File: src/verilog/ex_pkg.sv
// execute stage package: shared word types, operation classes and CSR encodings
package ex_pkg;

	// widths that carry a meaning
	typedef logic [31:0] word_t;
	typedef logic [29:0] pc_t;
	typedef logic [4:0]  reg_adr_t;
	typedef logic [11:0] csr_adr_t;
	typedef logic [2:0]  alu_code_t;
	typedef logic [3:0]  op_class_t;
	typedef logic [1:0]  fwd_sel_t;
	typedef logic [2:0]  csr_op_t;

	// alu funct3
	localparam alu_code_t ALU_ADD  = 3'd0;
	localparam alu_code_t ALU_SLL  = 3'd1;
	localparam alu_code_t ALU_SLT  = 3'd2;
	localparam alu_code_t ALU_SLTU = 3'd3;
	localparam alu_code_t ALU_XOR  = 3'd4;
	localparam alu_code_t ALU_SR   = 3'd5;
	localparam alu_code_t ALU_OR   = 3'd6;
	localparam alu_code_t ALU_AND  = 3'd7;

	// branch funct3
	localparam alu_code_t BR_BEQ  = 3'd0;
	localparam alu_code_t BR_BNE  = 3'd1;
	localparam alu_code_t BR_BLT  = 3'd4;
	localparam alu_code_t BR_BGE  = 3'd5;
	localparam alu_code_t BR_BLTU = 3'd6;
	localparam alu_code_t BR_BGEU = 3'd7;

	// operation class from decode
	localparam op_class_t OP_NOP     = 4'd0;
	localparam op_class_t OP_ALU     = 4'd1;
	localparam op_class_t OP_ALUI    = 4'd2;
	localparam op_class_t OP_LUI     = 4'd3;
	localparam op_class_t OP_AUIPC   = 4'd4;
	localparam op_class_t OP_LD      = 4'd5;
	localparam op_class_t OP_ST      = 4'd6;
	localparam op_class_t OP_JAL     = 4'd7;
	localparam op_class_t OP_JALR    = 4'd8;
	localparam op_class_t OP_BR      = 4'd9;
	localparam op_class_t OP_CSR     = 4'd10;
	localparam op_class_t OP_ECALL   = 4'd11;
	localparam op_class_t OP_MRET    = 4'd12;
	localparam op_class_t OP_ILLEGAL = 4'd13;

	// forwarding source
	localparam fwd_sel_t FWD_NONE = 2'd0;
	localparam fwd_sel_t FWD_MA   = 2'd1;
	localparam fwd_sel_t FWD_WB   = 2'd2;
	localparam fwd_sel_t FWD_WB2  = 2'd3;

	// csr funct3, bit 2 marks the immediate forms
	localparam csr_op_t CSR_RW  = 3'b001;
	localparam csr_op_t CSR_RS  = 3'b010;
	localparam csr_op_t CSR_RC  = 3'b011;
	localparam csr_op_t CSR_RWI = 3'b101;
	localparam csr_op_t CSR_RSI = 3'b110;
	localparam csr_op_t CSR_RCI = 3'b111;

	// machine csr addresses
	localparam csr_adr_t CSR_MSTATUS  = 12'h300;
	localparam csr_adr_t CSR_MTVEC    = 12'h305;
	localparam csr_adr_t CSR_MSCRATCH = 12'h340;
	localparam csr_adr_t CSR_MEPC     = 12'h341;
	localparam csr_adr_t CSR_MCAUSE   = 12'h342;

	// exception causes
	localparam word_t CAUSE_ILLEGAL = 32'd2;
	localparam word_t CAUSE_ECALL_M = 32'd11;

endpackage
File: src/verilog/ex_stage.sv
// RV32I execute stage: operand forwarding, alu, branch, CSRs and the EX/MA register
`timescale 1ns/1ps

module ex_stage #(
	parameter ex_pkg::pc_t MTVEC_RESET = 30'd0
) (
	input  logic              clk,
	input  logic              rst_n,
	// from ID
	input  ex_pkg::op_class_t op_class_ex,
	input  ex_pkg::alu_code_t alu_code_ex,
	input  logic              alu_sub_ex,
	input  ex_pkg::word_t     rs1_data_ex,
	input  ex_pkg::word_t     rs2_data_ex,
	input  ex_pkg::word_t     imm_ex,
	input  ex_pkg::pc_t       pc_ex,
	input  ex_pkg::reg_adr_t  rd_adr_ex,
	input  logic              wbk_rd_reg_ex,
	input  ex_pkg::fwd_sel_t  fwd_rs1_ex,
	input  ex_pkg::fwd_sel_t  fwd_rs2_ex,
	input  ex_pkg::csr_adr_t  csr_adr_ex,
	// forwarding data
	input  ex_pkg::word_t     wbk_data_wb,
	input  ex_pkg::word_t     wbk_data_wb2,
	input  logic              stall,
	// to MA
	output logic              cmd_ld_ma,
	output logic              cmd_st_ma,
	output ex_pkg::reg_adr_t  rd_adr_ma,
	output ex_pkg::word_t     rd_data_ma,
	output logic              wbk_rd_reg_ma,
	output ex_pkg::word_t     st_data_ma,
	output ex_pkg::alu_code_t ldst_code_ma,
	// to IF
	output ex_pkg::pc_t       jmp_adr_ex,
	output logic              jmp_condition_ex,
	output logic              trap_condition_ex,
	// to ID
	output logic              jmp_purge_ma,
	output logic              csr_mie_bit
);

	ex_pkg::word_t     rs1_sel;
	ex_pkg::word_t     rs2_sel;
	ex_pkg::word_t     st_data;
	ex_pkg::word_t     adr_base;
	ex_pkg::word_t     adr_ofs;
	ex_pkg::word_t     alu_result;
	logic              cmp_eq;
	logic              cmp_lt;
	logic              cmp_ltu;
	ex_pkg::word_t     pcp4;
	ex_pkg::word_t     target;
	ex_pkg::pc_t       mtvec;
	ex_pkg::pc_t       mepc;
	ex_pkg::word_t     csr_rd_data;
	ex_pkg::op_class_t op_class_live;
	logic              csr_we;
	ex_pkg::word_t     rd_data_ex;
	logic              cmd_ld_ex;
	logic              cmd_st_ex;
	logic              wbk_ex;

	ex_operand_sel operand_sel_inst (
		.op_class_ex  (op_class_ex),
		.rs1_data_ex  (rs1_data_ex),
		.rs2_data_ex  (rs2_data_ex),
		.imm_ex       (imm_ex),
		.pc_ex        (pc_ex),
		.fwd_rs1_ex   (fwd_rs1_ex),
		.fwd_rs2_ex   (fwd_rs2_ex),
		.rd_data_ma   (rd_data_ma),
		.wbk_data_wb  (wbk_data_wb),
		.wbk_data_wb2 (wbk_data_wb2),
		.rs1_sel      (rs1_sel),
		.rs2_sel      (rs2_sel),
		.st_data      (st_data),
		.adr_base     (adr_base),
		.adr_ofs      (adr_ofs)
	);

	ex_alu alu_inst (
		.rs1_sel     (rs1_sel),
		.rs2_sel     (rs2_sel),
		.alu_code_ex (alu_code_ex),
		.alu_sub_ex  (alu_sub_ex),
		.op_class_ex (op_class_ex),
		.alu_result  (alu_result),
		.cmp_eq      (cmp_eq),
		.cmp_lt      (cmp_lt),
		.cmp_ltu     (cmp_ltu)
	);

	ex_branch branch_inst (
		.op_class_ex       (op_class_ex),
		.alu_code_ex       (alu_code_ex),
		.cmp_eq            (cmp_eq),
		.cmp_lt            (cmp_lt),
		.cmp_ltu           (cmp_ltu),
		.adr_base          (adr_base),
		.adr_ofs           (adr_ofs),
		.pc_ex             (pc_ex),
		.mtvec             (mtvec),
		.mepc              (mepc),
		.stall             (stall),
		.jmp_purge_ma      (jmp_purge_ma),
		.jmp_adr_ex        (jmp_adr_ex),
		.jmp_condition_ex  (jmp_condition_ex),
		.trap_condition_ex (trap_condition_ex),
		.pcp4              (pcp4),
		.target            (target)
	);

	// a purged instruction looks like a bubble to the CSR file
	assign op_class_live = jmp_purge_ma ? ex_pkg::OP_NOP : op_class_ex;
	assign csr_we = (op_class_ex == ex_pkg::OP_CSR) & ~jmp_purge_ma;

	csr_file #(
		.MTVEC_RESET (MTVEC_RESET)
	) csr_file_inst (
		.clk               (clk),
		.rst_n             (rst_n),
		.csr_we            (csr_we),
		.csr_adr_ex        (csr_adr_ex),
		.alu_code_ex       (alu_code_ex),
		.rs1_sel           (rs1_sel),
		.imm_ex            (imm_ex),
		.trap_condition_ex (trap_condition_ex),
		.op_class_ex       (op_class_live),
		.pc_ex             (pc_ex),
		.stall             (stall),
		.csr_rd_data       (csr_rd_data),
		.mtvec             (mtvec),
		.mepc              (mepc),
		.csr_mie_bit       (csr_mie_bit)
	);

	// rd result by class
	always_comb begin
		case (op_class_ex)
			ex_pkg::OP_LUI:                  rd_data_ex = imm_ex;
			ex_pkg::OP_JAL, ex_pkg::OP_JALR: rd_data_ex = pcp4;
			ex_pkg::OP_AUIPC:                rd_data_ex = target;
			ex_pkg::OP_CSR:                  rd_data_ex = csr_rd_data;
			default:                         rd_data_ex = alu_result;
		endcase
	end

	// kill memory and write-back of the slot behind a redirect
	assign cmd_ld_ex = (op_class_ex == ex_pkg::OP_LD) & ~jmp_purge_ma;
	assign cmd_st_ex = (op_class_ex == ex_pkg::OP_ST) & ~jmp_purge_ma;
	// illegal instructions never reach the register file
	assign wbk_ex = wbk_rd_reg_ex & ~jmp_purge_ma & (op_class_ex != ex_pkg::OP_ILLEGAL);

	// EX/MA register, frozen by stall
	always_ff @(posedge clk or negedge rst_n) begin
		if (!rst_n) begin
			cmd_ld_ma     <= 1'b0;
			cmd_st_ma     <= 1'b0;
			rd_adr_ma     <= 5'd0;
			rd_data_ma    <= 32'd0;
			wbk_rd_reg_ma <= 1'b0;
			st_data_ma    <= 32'd0;
			ldst_code_ma  <= 3'd0;
			jmp_purge_ma  <= 1'b0;
		end else if (!stall) begin
			cmd_ld_ma     <= cmd_ld_ex;
			cmd_st_ma     <= cmd_st_ex;
			rd_adr_ma     <= rd_adr_ex;
			rd_data_ma    <= rd_data_ex;
			wbk_rd_reg_ma <= wbk_ex;
			st_data_ma    <= st_data;
			ldst_code_ma  <= alu_code_ex;
			// next slot was fetched on the old path
			jmp_purge_ma  <= jmp_condition_ex | trap_condition_ex;
		end
	end

endmodule

File: src/verilog/csr_file.sv
// machine-mode CSR file with read-modify-write, trap entry and mret
`timescale 1ns/1ps

module csr_file #(
	parameter ex_pkg::pc_t MTVEC_RESET = 30'd0
) (
	input  logic              clk,
	input  logic              rst_n,
	input  logic              csr_we,
	input  ex_pkg::csr_adr_t  csr_adr_ex,
	input  ex_pkg::csr_op_t   alu_code_ex,
	input  ex_pkg::word_t     rs1_sel,
	input  ex_pkg::word_t     imm_ex,
	input  logic              trap_condition_ex,
	input  ex_pkg::op_class_t op_class_ex,
	input  ex_pkg::pc_t       pc_ex,
	input  logic              stall,
	output ex_pkg::word_t     csr_rd_data,
	output ex_pkg::pc_t       mtvec,
	output ex_pkg::pc_t       mepc,
	output logic              csr_mie_bit
);

	logic          mpie;
	ex_pkg::word_t mscratch;
	ex_pkg::word_t mcause;
	ex_pkg::word_t src;
	ex_pkg::word_t wdata;
	logic          wr_ok;
	logic          wr_en;
	logic          mret_en;
	logic          trap_en;

	// uimm forms have funct3 bit 2 set
	assign src = alu_code_ex[2] ? imm_ex : rs1_sel;

	// old value, the read happens before any write
	always_comb begin
		case (csr_adr_ex)
			ex_pkg::CSR_MSTATUS:  csr_rd_data = {24'd0, mpie, 3'd0, csr_mie_bit, 3'd0};
			ex_pkg::CSR_MTVEC:    csr_rd_data = {mtvec, 2'b00};
			ex_pkg::CSR_MSCRATCH: csr_rd_data = mscratch;
			ex_pkg::CSR_MEPC:     csr_rd_data = {mepc, 2'b00};
			ex_pkg::CSR_MCAUSE:   csr_rd_data = mcause;
			default:              csr_rd_data = 32'd0;
		endcase
	end

	// new value per op
	// set or clear with zero source leaves the csr untouched
	always_comb begin
		case (alu_code_ex)
			ex_pkg::CSR_RW, ex_pkg::CSR_RWI: begin
				wdata = src;
				wr_ok = 1'b1;
			end
			ex_pkg::CSR_RS, ex_pkg::CSR_RSI: begin
				wdata = csr_rd_data | src;
				wr_ok = (src != 32'd0);
			end
			ex_pkg::CSR_RC, ex_pkg::CSR_RCI: begin
				wdata = csr_rd_data & ~src;
				wr_ok = (src != 32'd0);
			end
			default: begin
				wdata = csr_rd_data;
				wr_ok = 1'b0;
			end
		endcase
	end

	assign wr_en = csr_we & wr_ok & ~stall;

	// trap request is already stall and purge gated upstream
	assign trap_en = trap_condition_ex;
	assign mret_en = (op_class_ex == ex_pkg::OP_MRET) & ~stall;

	always_ff @(posedge clk or negedge rst_n) begin
		if (!rst_n) begin
			csr_mie_bit <= 1'b0;
			mpie        <= 1'b0;
			mtvec       <= MTVEC_RESET;
			mscratch    <= 32'd0;
			mepc        <= 30'd0;
			mcause      <= 32'd0;
		end else if (trap_en) begin
			// stack mie, disable interrupts in the handler
			mepc        <= pc_ex;
			mcause      <= (op_class_ex == ex_pkg::OP_ECALL) ?
				ex_pkg::CAUSE_ECALL_M : ex_pkg::CAUSE_ILLEGAL;
			mpie        <= csr_mie_bit;
			csr_mie_bit <= 1'b0;
		end else if (mret_en) begin
			csr_mie_bit <= mpie;
			mpie        <= 1'b1;
		end else if (wr_en) begin
			case (csr_adr_ex)
				ex_pkg::CSR_MSTATUS: begin
					// only mie (bit 3) and mpie (bit 7) exist
					csr_mie_bit <= wdata[3];
					mpie        <= wdata[7];
				end
				ex_pkg::CSR_MTVEC:    mtvec    <= wdata[31:2];
				ex_pkg::CSR_MSCRATCH: mscratch <= wdata;
				ex_pkg::CSR_MEPC:     mepc     <= wdata[31:2];
				ex_pkg::CSR_MCAUSE:   mcause   <= wdata;
				default: begin
					// unimplemented address, write dropped
				end
			endcase
		end
	end

endmodule

File: src/verilog/ex_branch.sv
// branch unit: condition evaluation, jump target, pc+4 and fetch redirect
`timescale 1ns/1ps

module ex_branch (
	input  ex_pkg::op_class_t op_class_ex,
	input  ex_pkg::alu_code_t alu_code_ex,
	input  logic              cmp_eq,
	input  logic              cmp_lt,
	input  logic              cmp_ltu,
	input  ex_pkg::word_t     adr_base,
	input  ex_pkg::word_t     adr_ofs,
	input  ex_pkg::pc_t       pc_ex,
	input  ex_pkg::pc_t       mtvec,
	input  ex_pkg::pc_t       mepc,
	input  logic              stall,
	input  logic              jmp_purge_ma,
	output ex_pkg::pc_t       jmp_adr_ex,
	output logic              jmp_condition_ex,
	output logic              trap_condition_ex,
	output ex_pkg::word_t     pcp4,
	output ex_pkg::word_t     target
);

	logic br_taken;
	logic redirect;
	logic trap_op;
	logic live;

	always_comb begin
		case (alu_code_ex)
			ex_pkg::BR_BEQ:  br_taken = cmp_eq;
			ex_pkg::BR_BNE:  br_taken = ~cmp_eq;
			ex_pkg::BR_BLT:  br_taken = cmp_lt;
			ex_pkg::BR_BGE:  br_taken = ~cmp_lt;
			ex_pkg::BR_BLTU: br_taken = cmp_ltu;
			ex_pkg::BR_BGEU: br_taken = ~cmp_ltu;
			default:         br_taken = 1'b0;
		endcase
	end

	assign redirect = (op_class_ex == ex_pkg::OP_JAL) |
		(op_class_ex == ex_pkg::OP_JALR) |
		(op_class_ex == ex_pkg::OP_MRET) |
		((op_class_ex == ex_pkg::OP_BR) & br_taken);

	assign trap_op = (op_class_ex == ex_pkg::OP_ECALL) | (op_class_ex == ex_pkg::OP_ILLEGAL);

	// a stalled or purged instruction must not steer fetch
	assign live = ~stall & ~jmp_purge_ma;

	assign jmp_condition_ex  = live & redirect;
	assign trap_condition_ex = live & trap_op;

	// also the auipc result
	assign target = adr_base + adr_ofs;
	assign pcp4   = {pc_ex, 2'b00} + 32'd4;

	// trap vector and mret return address override the adder
	always_comb begin
		if (trap_op) begin
			jmp_adr_ex = mtvec;
		end else if (op_class_ex == ex_pkg::OP_MRET) begin
			jmp_adr_ex = mepc;
		end else begin
			jmp_adr_ex = target[31:2];
		end
	end

endmodule

File: src/verilog/ex_alu.sv
// integer alu: shared add/sub, shifts, set-less-than, logic ops and branch compare flags
`timescale 1ns/1ps

module ex_alu (
	input  ex_pkg::word_t     rs1_sel,
	input  ex_pkg::word_t     rs2_sel,
	input  ex_pkg::alu_code_t alu_code_ex,
	input  logic              alu_sub_ex,
	input  ex_pkg::op_class_t op_class_ex,
	output ex_pkg::word_t     alu_result,
	output logic              cmp_eq,
	output logic              cmp_lt,
	output logic              cmp_ltu
);

	logic          sub_en;
	logic          is_ldst;
	logic [4:0]    shamt;
	ex_pkg::word_t rs2_inv;
	ex_pkg::word_t sum;
	ex_pkg::word_t sll_res;
	ex_pkg::word_t srl_res;
	ex_pkg::word_t sra_res;
	ex_pkg::word_t sr_res;

	// subtract only for register-register ops, addi ignores the flag
	assign sub_en  = (op_class_ex == ex_pkg::OP_ALU) & alu_sub_ex;
	assign rs2_inv = rs2_sel ^ {32{sub_en}};

	// two's complement via inversion plus carry in
	assign sum = rs1_sel + rs2_inv + {31'd0, sub_en};

	// shift amount is the low five bits either way
	assign shamt   = rs2_sel[4:0];
	assign sll_res = rs1_sel << shamt;
	assign srl_res = rs1_sel >> shamt;
	assign sra_res = ex_pkg::word_t'($signed(rs1_sel) >>> shamt);

	// funct7 bit 5 picks arithmetic shift for srai too
	assign sr_res = alu_sub_ex ? sra_res : srl_res;

	// compare flags, reused by the branch unit
	assign cmp_eq  = (rs1_sel == rs2_sel);
	assign cmp_lt  = ($signed(rs1_sel) < $signed(rs2_sel));
	assign cmp_ltu = (rs1_sel < rs2_sel);

	// loads and stores carry funct3 as width, result is the address
	assign is_ldst = (op_class_ex == ex_pkg::OP_LD) | (op_class_ex == ex_pkg::OP_ST);

	always_comb begin
		if (is_ldst) begin
			alu_result = sum;
		end else begin
			case (alu_code_ex)
				ex_pkg::ALU_ADD:  alu_result = sum;
				ex_pkg::ALU_SLL:  alu_result = sll_res;
				ex_pkg::ALU_SLT:  alu_result = {31'd0, cmp_lt};
				ex_pkg::ALU_SLTU: alu_result = {31'd0, cmp_ltu};
				ex_pkg::ALU_XOR:  alu_result = rs1_sel ^ rs2_sel;
				ex_pkg::ALU_SR:   alu_result = sr_res;
				ex_pkg::ALU_OR:   alu_result = rs1_sel | rs2_sel;
				ex_pkg::ALU_AND:  alu_result = rs1_sel & rs2_sel;
				default:          alu_result = sum;
			endcase
		end
	end

endmodule

File: src/verilog/ex_operand_sel.sv
// operand selection: register forwarding, alu second operand and address adder inputs
`timescale 1ns/1ps

module ex_operand_sel (
	input  ex_pkg::op_class_t op_class_ex,
	input  ex_pkg::word_t     rs1_data_ex,
	input  ex_pkg::word_t     rs2_data_ex,
	input  ex_pkg::word_t     imm_ex,
	input  ex_pkg::pc_t       pc_ex,
	input  ex_pkg::fwd_sel_t  fwd_rs1_ex,
	input  ex_pkg::fwd_sel_t  fwd_rs2_ex,
	input  ex_pkg::word_t     rd_data_ma,
	input  ex_pkg::word_t     wbk_data_wb,
	input  ex_pkg::word_t     wbk_data_wb2,
	output ex_pkg::word_t     rs1_sel,
	output ex_pkg::word_t     rs2_sel,
	output ex_pkg::word_t     st_data,
	output ex_pkg::word_t     adr_base,
	output ex_pkg::word_t     adr_ofs
);

	ex_pkg::word_t rs1_fwd;
	ex_pkg::word_t rs2_fwd;
	logic          use_imm;

	// one forwarding mux, shared by both source registers
	function automatic ex_pkg::word_t fwd_mux(
		input ex_pkg::fwd_sel_t sel,
		input ex_pkg::word_t    reg_val
	);
		case (sel)
			ex_pkg::FWD_MA:  fwd_mux = rd_data_ma;
			ex_pkg::FWD_WB:  fwd_mux = wbk_data_wb;
			ex_pkg::FWD_WB2: fwd_mux = wbk_data_wb2;
			default:         fwd_mux = reg_val;
		endcase
	endfunction

	assign rs1_fwd = fwd_mux(fwd_rs1_ex, rs1_data_ex);
	assign rs2_fwd = fwd_mux(fwd_rs2_ex, rs2_data_ex);

	// immediate replaces rs2 for alui and the address of loads and stores
	assign use_imm = (op_class_ex == ex_pkg::OP_ALUI) |
		(op_class_ex == ex_pkg::OP_LD) |
		(op_class_ex == ex_pkg::OP_ST);

	assign rs1_sel = rs1_fwd;
	assign rs2_sel = use_imm ? imm_ex : rs2_fwd;

	// store data is always the forwarded rs2
	assign st_data = rs2_fwd;

	// jalr adds to rs1, every other target is pc relative
	assign adr_base = (op_class_ex == ex_pkg::OP_JALR) ? rs1_fwd : {pc_ex, 2'b00};
	assign adr_ofs  = imm_ex;

endmodule

File: config.mk
export PLATFORM = sky130hd
export DESIGN_NAME = ex_stage
export DESIGN_NICKNAME = d
export VERILOG_FILES = /design/src/verilog/ex_pkg.sv /design/src/verilog/ex_stage.sv /design/src/verilog/csr_file.sv /design/src/verilog/ex_branch.sv /design/src/verilog/ex_alu.sv /design/src/verilog/ex_operand_sel.sv
export SDC_FILE = /design/constraint.sdc
export NUM_CORES = 1
export LEC_CHECK = 0
export ABC_CLOCK_PERIOD_IN_PS = 6370
export BUFFER_PORTS_ARGS = -buffer_cell sky130_fd_sc_hd__buf_4
export CORE_MARGIN = 2
export CORE_UTILIZATION = 41
export CTS_BUF_LIST = sky130_fd_sc_hd__clkbuf_8
export DETAILED_ROUTE_END_ITERATION = 12
export GPL_TIMING_DRIVEN = 0
export MAX_ROUTING_LAYER = met4
export PLACE_DENSITY_LB_ADDON = 0.15
export SLEW_MARGIN = 10
export SYNTH_ARGS = -nofsm -noshare
export SYNTH_HDL_FRONTEND = slang
export SYNTH_HIERARCHICAL = 1
export SYNTH_SLANG_ARGS = --single-unit
File: constraint.sdc
create_clock -name clk -period 6.37 [get_ports clk]
set_input_delay 0.637 -clock clk [delete_from_list [all_inputs] [get_ports clk]]
set_output_delay 0.637 -clock clk [all_outputs]
set_load 0.01 [all_outputs]
## Yosys cells after proc, flatten, opt, wreduce, memory -nomap -nowiden

Cells that the tools add are included.

- Bits in registers: 202
- Input bits: 223
- Logic and storage cells: 144
- Output and inout port bits: 109

- Bitwise logic cells: 35
- Reduce and logical (&&, ||, !) cells: 17
- Shift-type cells: 3
- Equality and inequality tests: 36
- Add/sub/neg operators: 4
- Magnitude comparators: 2
- Multiplexer cells: 33

Operator list:

| operator | number |
|---|---|
| two-way mux 32 bit | 9 |
| one-hot mux 32 bit (3 select lines) | 3 |
| one-hot mux 32 bit (8 select lines) | 1 |
| two-way mux 30 bit | 6 |
| one-hot mux 32 bit (5 select lines) | 1 |
| one-hot mux 32 bit (4 select lines) | 1 |
| adder 32 bit | 2 |
| AND 32 bit | 2 |
| less-than comparator 32 bit | 2 |
| OR 32 bit | 2 |
| XOR 32 bit | 2 |
| == test 12 x 10 -> 1 bit, second input constant | 5 |
| adder 32 x 1 -> 32 bit | 1 |
| adder 32 x 3 -> 32 bit, second input constant | 1 |
| == test 32 bit | 1 |
| == test 4 bit, second input constant | 8 |
| NOT 32 bit | 1 |
| nonzero test 32 bit | 1 |
| left shift 32 x 5 -> 32 bit | 1 |
| >> shifter 32 x 5 -> 32 bit | 1 |
| >>> shifter 32 x 5 -> 32 bit | 1 |
| == test 4 x 3 -> 1 bit, second input constant | 4 |
| AND 1 bit | 13 |
| == test 3 bit, second input constant | 4 |
| other kinds (22) | 57 |

## Logic depth before layout (Yosys ltp)

Gate-level depths: netlist of run 1.

- Depth in word-level cells: 11
- Mapped depth: 26
- Depth with buffers taken out: 22

## Hierarchy

Netlist of run 1, hierarchy kept.

By module, submodules not included:

| module | sequential area each (um^2) | times used | area an instance (um^2) | cells each |
|---|---|---|---|---|
| ex_alu | 0.0 | 1 | 8511.9 | 1194 |
| csr_file | 3153.0 | 1 | 8090.3 | 937 |
| ex_stage | 1901.8 | 1 | 4384.2 | 383 |
| ex_branch | 0.0 | 1 | 3334.4 | 491 |
| ex_operand_sel | 0.0 | 1 | 2697.6 | 184 |

## Worst setup path after synthesis of run 1

OpenSTA, ideal clock, no wires.

- Kind: input to output
- Start: input port fwd_rs2_ex[0]
- End: output port jmp_condition_ex
- Arrival: 4.639 ns
- Data required time: 5.733 ns
- Buffers on the path: 4
- Stages: 21
- Setup slack: 1.094 ns
- Cell sequence: buf_6 > buf_6 > mux4_2 > mux2_2 > clkbuf_1 > clkinv_1 > clkbuf_1 > ha_1 > or4_1 > a21oi_1 > o21bai_1 > a31oi_1 > and4b_4 > o21ai_0 > mux2i_1 > xor2_1 > nor2_1 > a31oi_1 > o21ai_0 > a21oi_1 > nor3_1

- Word-level cells in the longest chain between the ends: 9
- Elaborated cells on any way between the ends: 15
- Those cells by class: 2 x order compare; 4 x eq/ne; 3 x mux; 6 x bitwise

RTL lines:

| element | line | text |
|---|---|---|
| start, declared | ex_stage.sv:20 | `input ex_pkg::fwd_sel_t fwd_rs2_ex,` |
| == test 2 bit / == test 2 x 1 -> 1 bit (equally long branches) | ex_operand_sel.sv:31 | `case (sel)` |
| one-hot mux 32 bit (3 select lines) * | ex_operand_sel.sv:31 |  |
| via st_data[4] | ex_stage.sv:45 | `ex_pkg::word_t st_data;` |
| two-way mux 32 bit * | ex_operand_sel.sv:48 | `assign rs2_sel = use_imm ? imm_ex : rs2_fwd;` |
| via rs2_sel[4] | ex_stage.sv:44 | `ex_pkg::word_t rs2_sel;` |
| less-than comparator 32 bit * | ex_alu.sv:44 | `assign cmp_lt = ($signed(rs1_sel) < $signed(rs2_sel));` |
| via cmp_lt | ex_stage.sv:50 | `logic cmp_lt;` |
| NOT 1 bit | ex_branch.sv:34 | `ex_pkg::BR_BGE: br_taken = ~cmp_lt;` |
| one-hot mux 1 bit (6 select lines) * | ex_branch.sv:30 | `case (alu_code_ex)` |
| AND 1 bit * | ex_branch.sv:44 | `((op_class_ex == ex_pkg::OP_BR) & br_taken);` |
| OR 1 bit * | ex_branch.sv:43 | `(op_class_ex == ex_pkg::OP_MRET) \|` |
| AND 1 bit * | ex_branch.sv:51 | `assign jmp_condition_ex = live & redirect;` |
| end, declared | ex_stage.sv:36 | `output logic jmp_condition_ex,` |

Mark *: on every way through the listed nets, which the timed path passes. The rest lies on a longest branch.

## Final worst setup path of run 1

- Start: input port fwd_rs1_ex[1]
- End: output port jmp_condition_ex

- Word-level cells in the longest chain between the ends: 8
- Elaborated cells on any way between the ends: 14
- Those cells by class: 2 x order compare; 4 x eq/ne; 2 x mux; 6 x bitwise

RTL lines:

| element | line | text |
|---|---|---|
| start, declared | ex_stage.sv:19 | `input ex_pkg::fwd_sel_t fwd_rs1_ex,` |
| == test 2 bit / == test 2 x 1 -> 1 bit (equally long branches) | ex_operand_sel.sv:31 |  |
| one-hot mux 32 bit (3 select lines) * | ex_operand_sel.sv:31 |  |
| via rs1_sel[7] | ex_stage.sv:43 | `ex_pkg::word_t rs1_sel;` |
| less-than comparator 32 bit * | ex_alu.sv:44 |  |
| via cmp_lt | ex_stage.sv:50 |  |
| NOT 1 bit | ex_branch.sv:34 |  |
| one-hot mux 1 bit (6 select lines) * | ex_branch.sv:30 |  |
| AND 1 bit * | ex_branch.sv:44 |  |
| OR 1 bit * | ex_branch.sv:43 |  |
| AND 1 bit * | ex_branch.sv:51 |  |

Marked as above.

==> results.sh, run 1 <==
export IMPL_drt_iter0_drc=3756
export IMPL_slew_viol_final=0
export IMPL_synth_cell_types=127
export IMPL_grt_ovfl_total=0
export IMPL_crit_top_cell="buf_4"
export IMPL_min_delay_start="rd_adr_ex[0]"
export IMPL_r2r_start="rd_data_ma[0]$_DFFE_PN0N_"
export IMPL_fin_skew_ns=0.0159
export IMPL_dp_cells=4385
export IMPL_viasPerCell=6.63
export IMPL_synth_flop_cell="dfrtp_1"
export IMPL_grt_pass1_vias=28300
export IMPL_num_rows=94
export IMPL_max_freq_ghz=0.159
export IMPL_gp_congestion=1.13
export IMPL_cp_end_kind="primary output"
export IMPL_reg2reg_slack_ns=0.80
export IMPL_drive_gt1_frac=0.256
export IMPL_yosysTopAreaCell="dfrtp_1"
export IMPL_synth_area_leaders="dfrtp_1, mux4_2, ha_1, nand2_1, mux2i_1"
export IMPL_ff2ff_path_depth=17
export IMPL_setup_viol=0
export IMPL_clk_pin_slew_ns=0.06
export IMPL_die_area_um2=68000
export IMPL_start_kind="primary input"
export IMPL_r2r_end="rd_data_ma[18]$_DFFE_PN0N_"
export IMPL_final_cell_mix="buf_4, nand2_1, dfrtp_1"
export IMPL_synth_area_um2=27000
export IMPL_min_path_cells=2
export IMPL_crit_chain="buf_4 > clkdlybuf4s15_1 > mux4_2 > inv_1 > ha_1 > or4_1 > a21oi_1 > o21bai_1 > a31oi_4 > and4b_4 > o21ai_0 > mux2i_1 > xor2_1 > nor2_1 > a31oi_2 > o21ai_2 > a21oi_4 > nor3_4 > buf_4"
export IMPL_final_nets=3962
export IMPL_vias=29700
export IMPL_root_buffer="clkbuf_8"
export IMPL_maxSlewHeadroom=0.248
export IMPL_async_flop_share=1.00
export IMPL_die_w_um=261
export IMPL_n_fill_cell=6550
export IMPL_ant_nets=0
export IMPL_grt_use_total=0.458
export IMPL_post_route_drc_count=0
export IMPL_avgSynthCellArea_um2=8.47
export IMPL_synth_top_cell_area_share=0.187
export IMPL_antenna_found_initial=10
export IMPL_first_pass_iters=8
export IMPL_ir_worst_vdd_mv=0.151
export IMPL_grt_max_degree=99
export IMPL_synth_seq_area_share=0.187
export IMPL_synth_edf_count=0
export IMPL_slowest_delay_ns=0.76
export IMPL_cts_buffers=43
export IMPL_finalCritPeriodShare=0.989
export IMPL_fp_coreArea_um2=65500
export IMPL_crit_slowest_cell="clkdlybuf4s15_1"
export IMPL_status="finished, final reports clean"
export IMPL_critical_path_arrival_ns=5.66
export IMPL_hold_viol=0
export IMPL_min_path_type="in -> reg"
export IMPL_pre_cts_ws_ns=-1.99
export IMPL_start_util=0.412
export IMPL_io_pins=332
export IMPL_synth_seq_cells=202
export IMPL_leakage_nw=13.2
export IMPL_htreeDepth=2
export IMPL_grt_pass1_wl_mm=213
export IMPL_regArea_um2=5060
export IMPL_setup_ws_ns=0.0731
export IMPL_wire_per_inst_um=34.7
export IMPL_synth_warnings=6
export IMPL_tightestPinTransition_ns=1.13
export IMPL_syn_inst=3189
export IMPL_pwr_density_cell_nw_per_um2=236
export IMPL_cts_tree="built"
export IMPL_cts_buffer_depth=3
export IMPL_critPathMaxFanout=13
export IMPL_die_h_um=261
export IMPL_finalCriticalPeriod_ns=6.30
export IMPL_clk_latency_ns=0.65
export IMPL_crit_type="in -> out"
export IMPL_worstHoldEndpoint="rd_adr_ma[0]$_DFFE_PN0N_"
export IMPL_clock_sinks=202
export IMPL_finalWirelength_mm=155
export IMPL_multiInputGateArea_um2=20000
export IMPL_cp_data_required_time_ns=5.73
export IMPL_stdcell_count=4484
export IMPL_maxCapViolations=0
export IMPL_layout_commonest_cell="buf_4"
export IMPL_dpl_hpwl_mm=123
export IMPL_syn_to_final_growth_pct=17.8
export IMPL_io_buffers=328
state kept, by name (all words and copies together) (netlist names):
register                   flops
cmd_ld_ma                      1
cmd_st_ma                      1
csr_file_inst/csr_mie_bit      1
csr_file_inst/mcause          32
csr_file_inst/mepc            30
csr_file_inst/mpie             1
csr_file_inst/mscratch        32
csr_file_inst/mtvec           30
jmp_purge_ma                   1
ldst_code_ma                   3
rd_adr_ma                      5
rd_data_ma                    32
st_data_ma                    32
wbk_rd_reg_ma                  1
cell usage after synthesis, types with 33 or more instances:
master	count
a211oi_1	61
a21oi_1	186
a221oi_1	42
a22o_1	40
a22oi_1	46
buf_2	66
buf_4	53
clkbuf_1	127
dfrtp_1	202
ha_1	159
inv_1	106
mux2_2	111
mux2i_1	128
mux4_2	99
nand2_1	372
nand2b_1	33
nand3_1	47
nand3b_1	42
nor2_1	192
nor2b_1	44
o21ai_0	191
o21ai_1	101
xnor2_1	96
xor2_1	34
worst max path at each step:
stage | depth (start not counted) | to | start
2_1_floorplan | 21 | jmp_condition_ex | fwd_rs2_ex[0]
3_3_place_gp | 25 | jmp_condition_ex | op_class_ex[1]
3_5_place_dp | 25 | jmp_condition_ex | op_class_ex[1]
4_1_cts | 20 | jmp_condition_ex | rd_data_ma[31]$_DFFE_PN0N_
5_1_grt | 25 | jmp_condition_ex | op_class_ex[1]
6_report | 19 | jmp_condition_ex | fwd_rs1_ex[1]
cells by family after synthesis:
group,share of synthesized area
muxes,0.194
buffers and inverters,0.0763
AOI/OAI and AO/OA,0.260
other,0.000139
adders and majority gates,0.0751
and+or+nand+nor,0.165
xor gates and xnor gates,0.0427
DFF,0.187
area by class of cell:
class	count	area share
Antenna cell	12	0.000943
Clock inverter	24	0.00476
Timing Repair Buffer	348	0.0840
Sequential cell	202	0.159
Buffer	292	0.0523
Clock buffer	51	0.0221
Multi-Input combinational cell	2581	0.630
Tap cell	864	0.0340
Inverter	110	0.0134
worst max-delay path, delay by kind of cell:
family | cells | cell delay (ns)
simple gates | 4 | 1.29
buf+inv | 4 | 1.19
compound gates | 7 | 1.10
mux | 2 | 0.86
fa+ha+maj | 1 | 0.37
xor+xnor | 1 | 0.19
report_power, final:
part	switching, mW	internal [mW]
combinational	2.80	1.62
clock	0.721	0.769
sequential	0.170	1.44
total	3.70	3.82
layer usage:
metal | wire [um] | GRT usage | part of all wire
met2 | 69300 | 0.696 | 0.45
met1 | 57900 | 0.539 | 0.37
met3 | 14400 | 0.0903 | 0.092
met5 | 0 | - | 0
met4 | 13900 | 0.331 | 0.089
what timing repair did:
item	CTS	global route
setup endpoints to repair	18	1
hold buffers	1	0
resized for setup	23	18
endpoints found under the hold margin	59	0
gates cloned	1	0
buffers inserted	6	10
pin swaps	0	4
through the flow:
stage | hold slack (ns) | area, um2 | util | setup TNS, ns | total power [mW]
after global placement | 0.461 | 30600 | 0.467 | -24.36 | 5.85
after CTS | 0.195 | 31700 | 0.483 | 0 | 7.34
after floorplan | 0.341 | 27000 | - | 0 | 4.04
after detailed placement | 0.471 | 30600 | 0.468 | -20.80 | 5.81
after global routing | 0.216 | 31800 | 0.486 | -0.0207 | 7.76
final | 0.225 | 31800 | 0.486 | 0 | 7.52
Power figures use the tool's default switching activity.
==> inputs of run 2 (changes only) <==
--- a/config.mk
+++ b/config.mk
@@ -7,8 +7,9 @@
 export LEC_CHECK = 0
 export ABC_CLOCK_PERIOD_IN_PS = 6370
 export BUFFER_PORTS_ARGS = -buffer_cell sky130_fd_sc_hd__buf_4
+export CAP_MARGIN = 20
 export CORE_MARGIN = 2
-export CORE_UTILIZATION = 41
+export CORE_UTILIZATION = 30
 export CTS_BUF_LIST = sky130_fd_sc_hd__clkbuf_8
 export DETAILED_ROUTE_END_ITERATION = 12
 export GPL_TIMING_DRIVEN = 0
==> constraint.sdc (replaced) <==
create_clock -name clk -period 6.37 [get_ports clk]
set_input_delay 1.911 -clock clk [delete_from_list [all_inputs] [get_ports clk]]
set_output_delay 1.911 -clock clk [all_outputs]
set_load 0.01 [all_outputs]
==> run 2 against run 1 <==
Against the previous run:
- the run now ends with negative setup slack left
- clock power up 11%
- final cell count rose by 9.4%
- sequential share of layout area down 1.4 points
- critical path depth rose by 2
- non-clock buffer count increased by 111
- count of clock-buffer cells in the layout up 9
- design area rose by 9.7%
- worst hold slack improved by 0.26 ns
- maximum frequency down 24%
- worst setup slack worse by 2.0 ns
- first-iteration DRC count fell by 24%
- sequential power is essentially flat
==> results.sh, run 2 (same netlist as run 1, synthesis figures left out) <==
export IMPL_min_path_type="reg -> reg"
export IMPL_io_buffers=328
export IMPL_grt_ovfl_total=0
export IMPL_tightestPinTransition_ns=1.11
export IMPL_syn_to_final_growth_pct=29.2
export IMPL_r2r_start="rd_data_ma[31]$_DFFE_PN0N_"
export IMPL_dpl_hpwl_mm=131
export IMPL_final_nets=4073
export IMPL_first_pass_iters=6
export IMPL_vias=30000
export IMPL_antenna_found_initial=10
export IMPL_drt_iter0_drc=2860
export IMPL_num_rows=110
export IMPL_fp_coreArea_um2=89600
export IMPL_crit_slowest_cell="mux4_2"
export IMPL_reg2reg_slack_ns=0.21
export IMPL_io_pins=332
export IMPL_leakage_nw=14.2
export IMPL_start_kind="primary input"
export IMPL_crit_type="in -> out"
export IMPL_grt_use_total=0.359
export IMPL_root_buffer="clkbuf_8"
export IMPL_wire_per_inst_um=33.9
export IMPL_dpl_cell_area_um2=31600
export IMPL_cts_tree="built"
export IMPL_htreeDepth=2
export IMPL_fin_skew_ns=0.0465
export IMPL_ir_worst_vdd_mv=0.131
export IMPL_clk_latency_ns=0.67
export IMPL_maxSlewHeadroom=0.253
export IMPL_slew_viol_final=0
export IMPL_grt_pass1_vias=29700
export IMPL_finalWirelength_mm=166
export IMPL_hold_viol=0
export IMPL_clock_sinks=202
export IMPL_finalCriticalPeriod_ns=8.32
export IMPL_setup_tns_final_ns=-25.74
export IMPL_gp_congestion=1.06
export IMPL_ant_nets=0
export IMPL_critPathBufInv=3
export IMPL_fin_area_um2=34900
export IMPL_slowest_delay_ns=0.58
export IMPL_die_area_um2=92500
export IMPL_grt_pass1_wl_mm=231
export IMPL_min_path_cells=2
export IMPL_cp_data_required_time_ns=4.46
export IMPL_pwr_density_cell_nw_per_um2=233
export IMPL_layout_commonest_cell="buf_4"
export IMPL_violations="negative setup slack"
export IMPL_setup_ws_ns=-1.95
export IMPL_cp_end_kind="primary output"
export IMPL_start_util=0.302
export IMPL_status="complete, but fails checks"
export IMPL_drive_gt1_frac=0.321
export IMPL_min_delay_start="csr_file_inst/mscratch[7]$_DFFE_PN0P_"
export IMPL_die_h_um=304
export IMPL_crit_chain="buf_16 > mux4_2 > mux2_4 > inv_2 > ha_4 > or2_1 > or4_4 > nor4_4 > nand3_4 > a31oi_4 > and4b_4 > nand2_1 > o21ai_1 > mux2i_1 > xor2_1 > nor2_1 > a31oi_2 > o21ai_4 > a21oi_4 > nor3_2 > buf_4"
export IMPL_worstHoldEndpoint="csr_file_inst/mscratch[7]$_DFFE_PN0P_"
export IMPL_cts_hold_buffers=0
export IMPL_cts_buffers=44
export IMPL_critPathMaxFanout=6
export IMPL_finalCritPeriodShare=1.31
export IMPL_viasPerCell=6.11
export IMPL_cp_top_family="simple AND/OR/NAND/NOR gates"
export IMPL_critical_path_arrival_ns=6.41
export IMPL_setup_viol=31
export IMPL_clk_pin_slew_ns=0.05
export IMPL_rsz0062_at_grt="true"
export IMPL_post_route_drc_count=0
export IMPL_r2r_end="jmp_purge_ma$_DFFE_PN0N_"
export IMPL_max_freq_ghz=0.120
export IMPL_grt_max_degree=98
export IMPL_die_w_um=304
export IMPL_ff2ff_path_depth=32
export IMPL_final_cell_mix="buf_4, nand2_1, dfrtp_1"
export IMPL_maxCapViolations=0
export IMPL_cts_buffer_depth=3
==> run 2: worst max path at each step <==
stage                               from               end  slack [ns]  cells past startpoint
after floorplan            fwd_rs2_ex[0]  jmp_condition_ex       -1.03                     20
after global placement     fwd_rs1_ex[1]  jmp_condition_ex       -4.05                     19
after detailed placement   fwd_rs1_ex[1]  jmp_condition_ex       -3.97                     19
after CTS                  fwd_rs2_ex[0]  jmp_condition_ex       -2.03                     22
after global routing      op_class_ex[1]  jmp_condition_ex       -1.99                     24
final                      fwd_rs2_ex[0]  jmp_condition_ex       -1.95                     21
==> run 2: timing repair <==
| action | CTS | global route |
|---|---|---|
| endpoints found under the setup margin | 52 | 40 |
| buffers inserted | 107 | 47 |
| resized for setup | 220 | 113 |
| pin swaps | 39 | 58 |
==> run 2: area by class of cell <==
cell class / instances / area [um2]
Multi-Input combinational cell: 2580 / 21200
Timing Repair Buffer: 464 / 3910
Tap cell: 1176 / 1470
Clock buffer: 60 / 826
Antenna cell: 4 / 10.0
Clock inverter: 21 / 161
Buffer: 287 / 1840
Fill cell: 9285 / 54700
Inverter: 110 / 458
Sequential cell: 202 / 5050
==> run 2: per-layer routing <==
layer  wire length (um)  global-route usage
met1              66900               0.439
met3              11800              0.0527
met5                  0                   -
met4              10500               0.188
met2              77200               0.573
==> run 2: stage by stage <==
step / setup slack, ns / hold slack (ns) / utilization / power [mW] / std cells
finish: -1.95 / 0.481 / 0.390 / 8.14 / 4904
global route: -1.99 / 0.495 / 0.390 / 8.42 / 4903
CTS: -2.03 / 0.480 / 0.382 / 7.91 / 4873
detailed placement: -3.97 / 0.467 / 0.352 / 5.95 / 4697
global placement: -4.05 / 0.463 / 0.352 / 5.97 / 4694
floorplan: -1.03 / 0.442 / - / 4.11 / 3190
==> run 2: where the power goes <==
part	switching, mW	leakage [nW]	internal [mW]
clock network	0.735	0.551	0.924
registers	0.183	2.60	1.44
logic	2.97	11.1	1.89
total	3.89	14.2	4.25
==> run 2: worst register-to-register path: cells and delay by family, from the launching register on <==
family          cells  cell delay, ns
simple gates        9            1.73
buf+inv            12            1.28
mux                 3            1.10
compound gates      6            1.02
flops               1            0.44
fa+ha+maj           1            0.22
xor+xnor            1            0.17
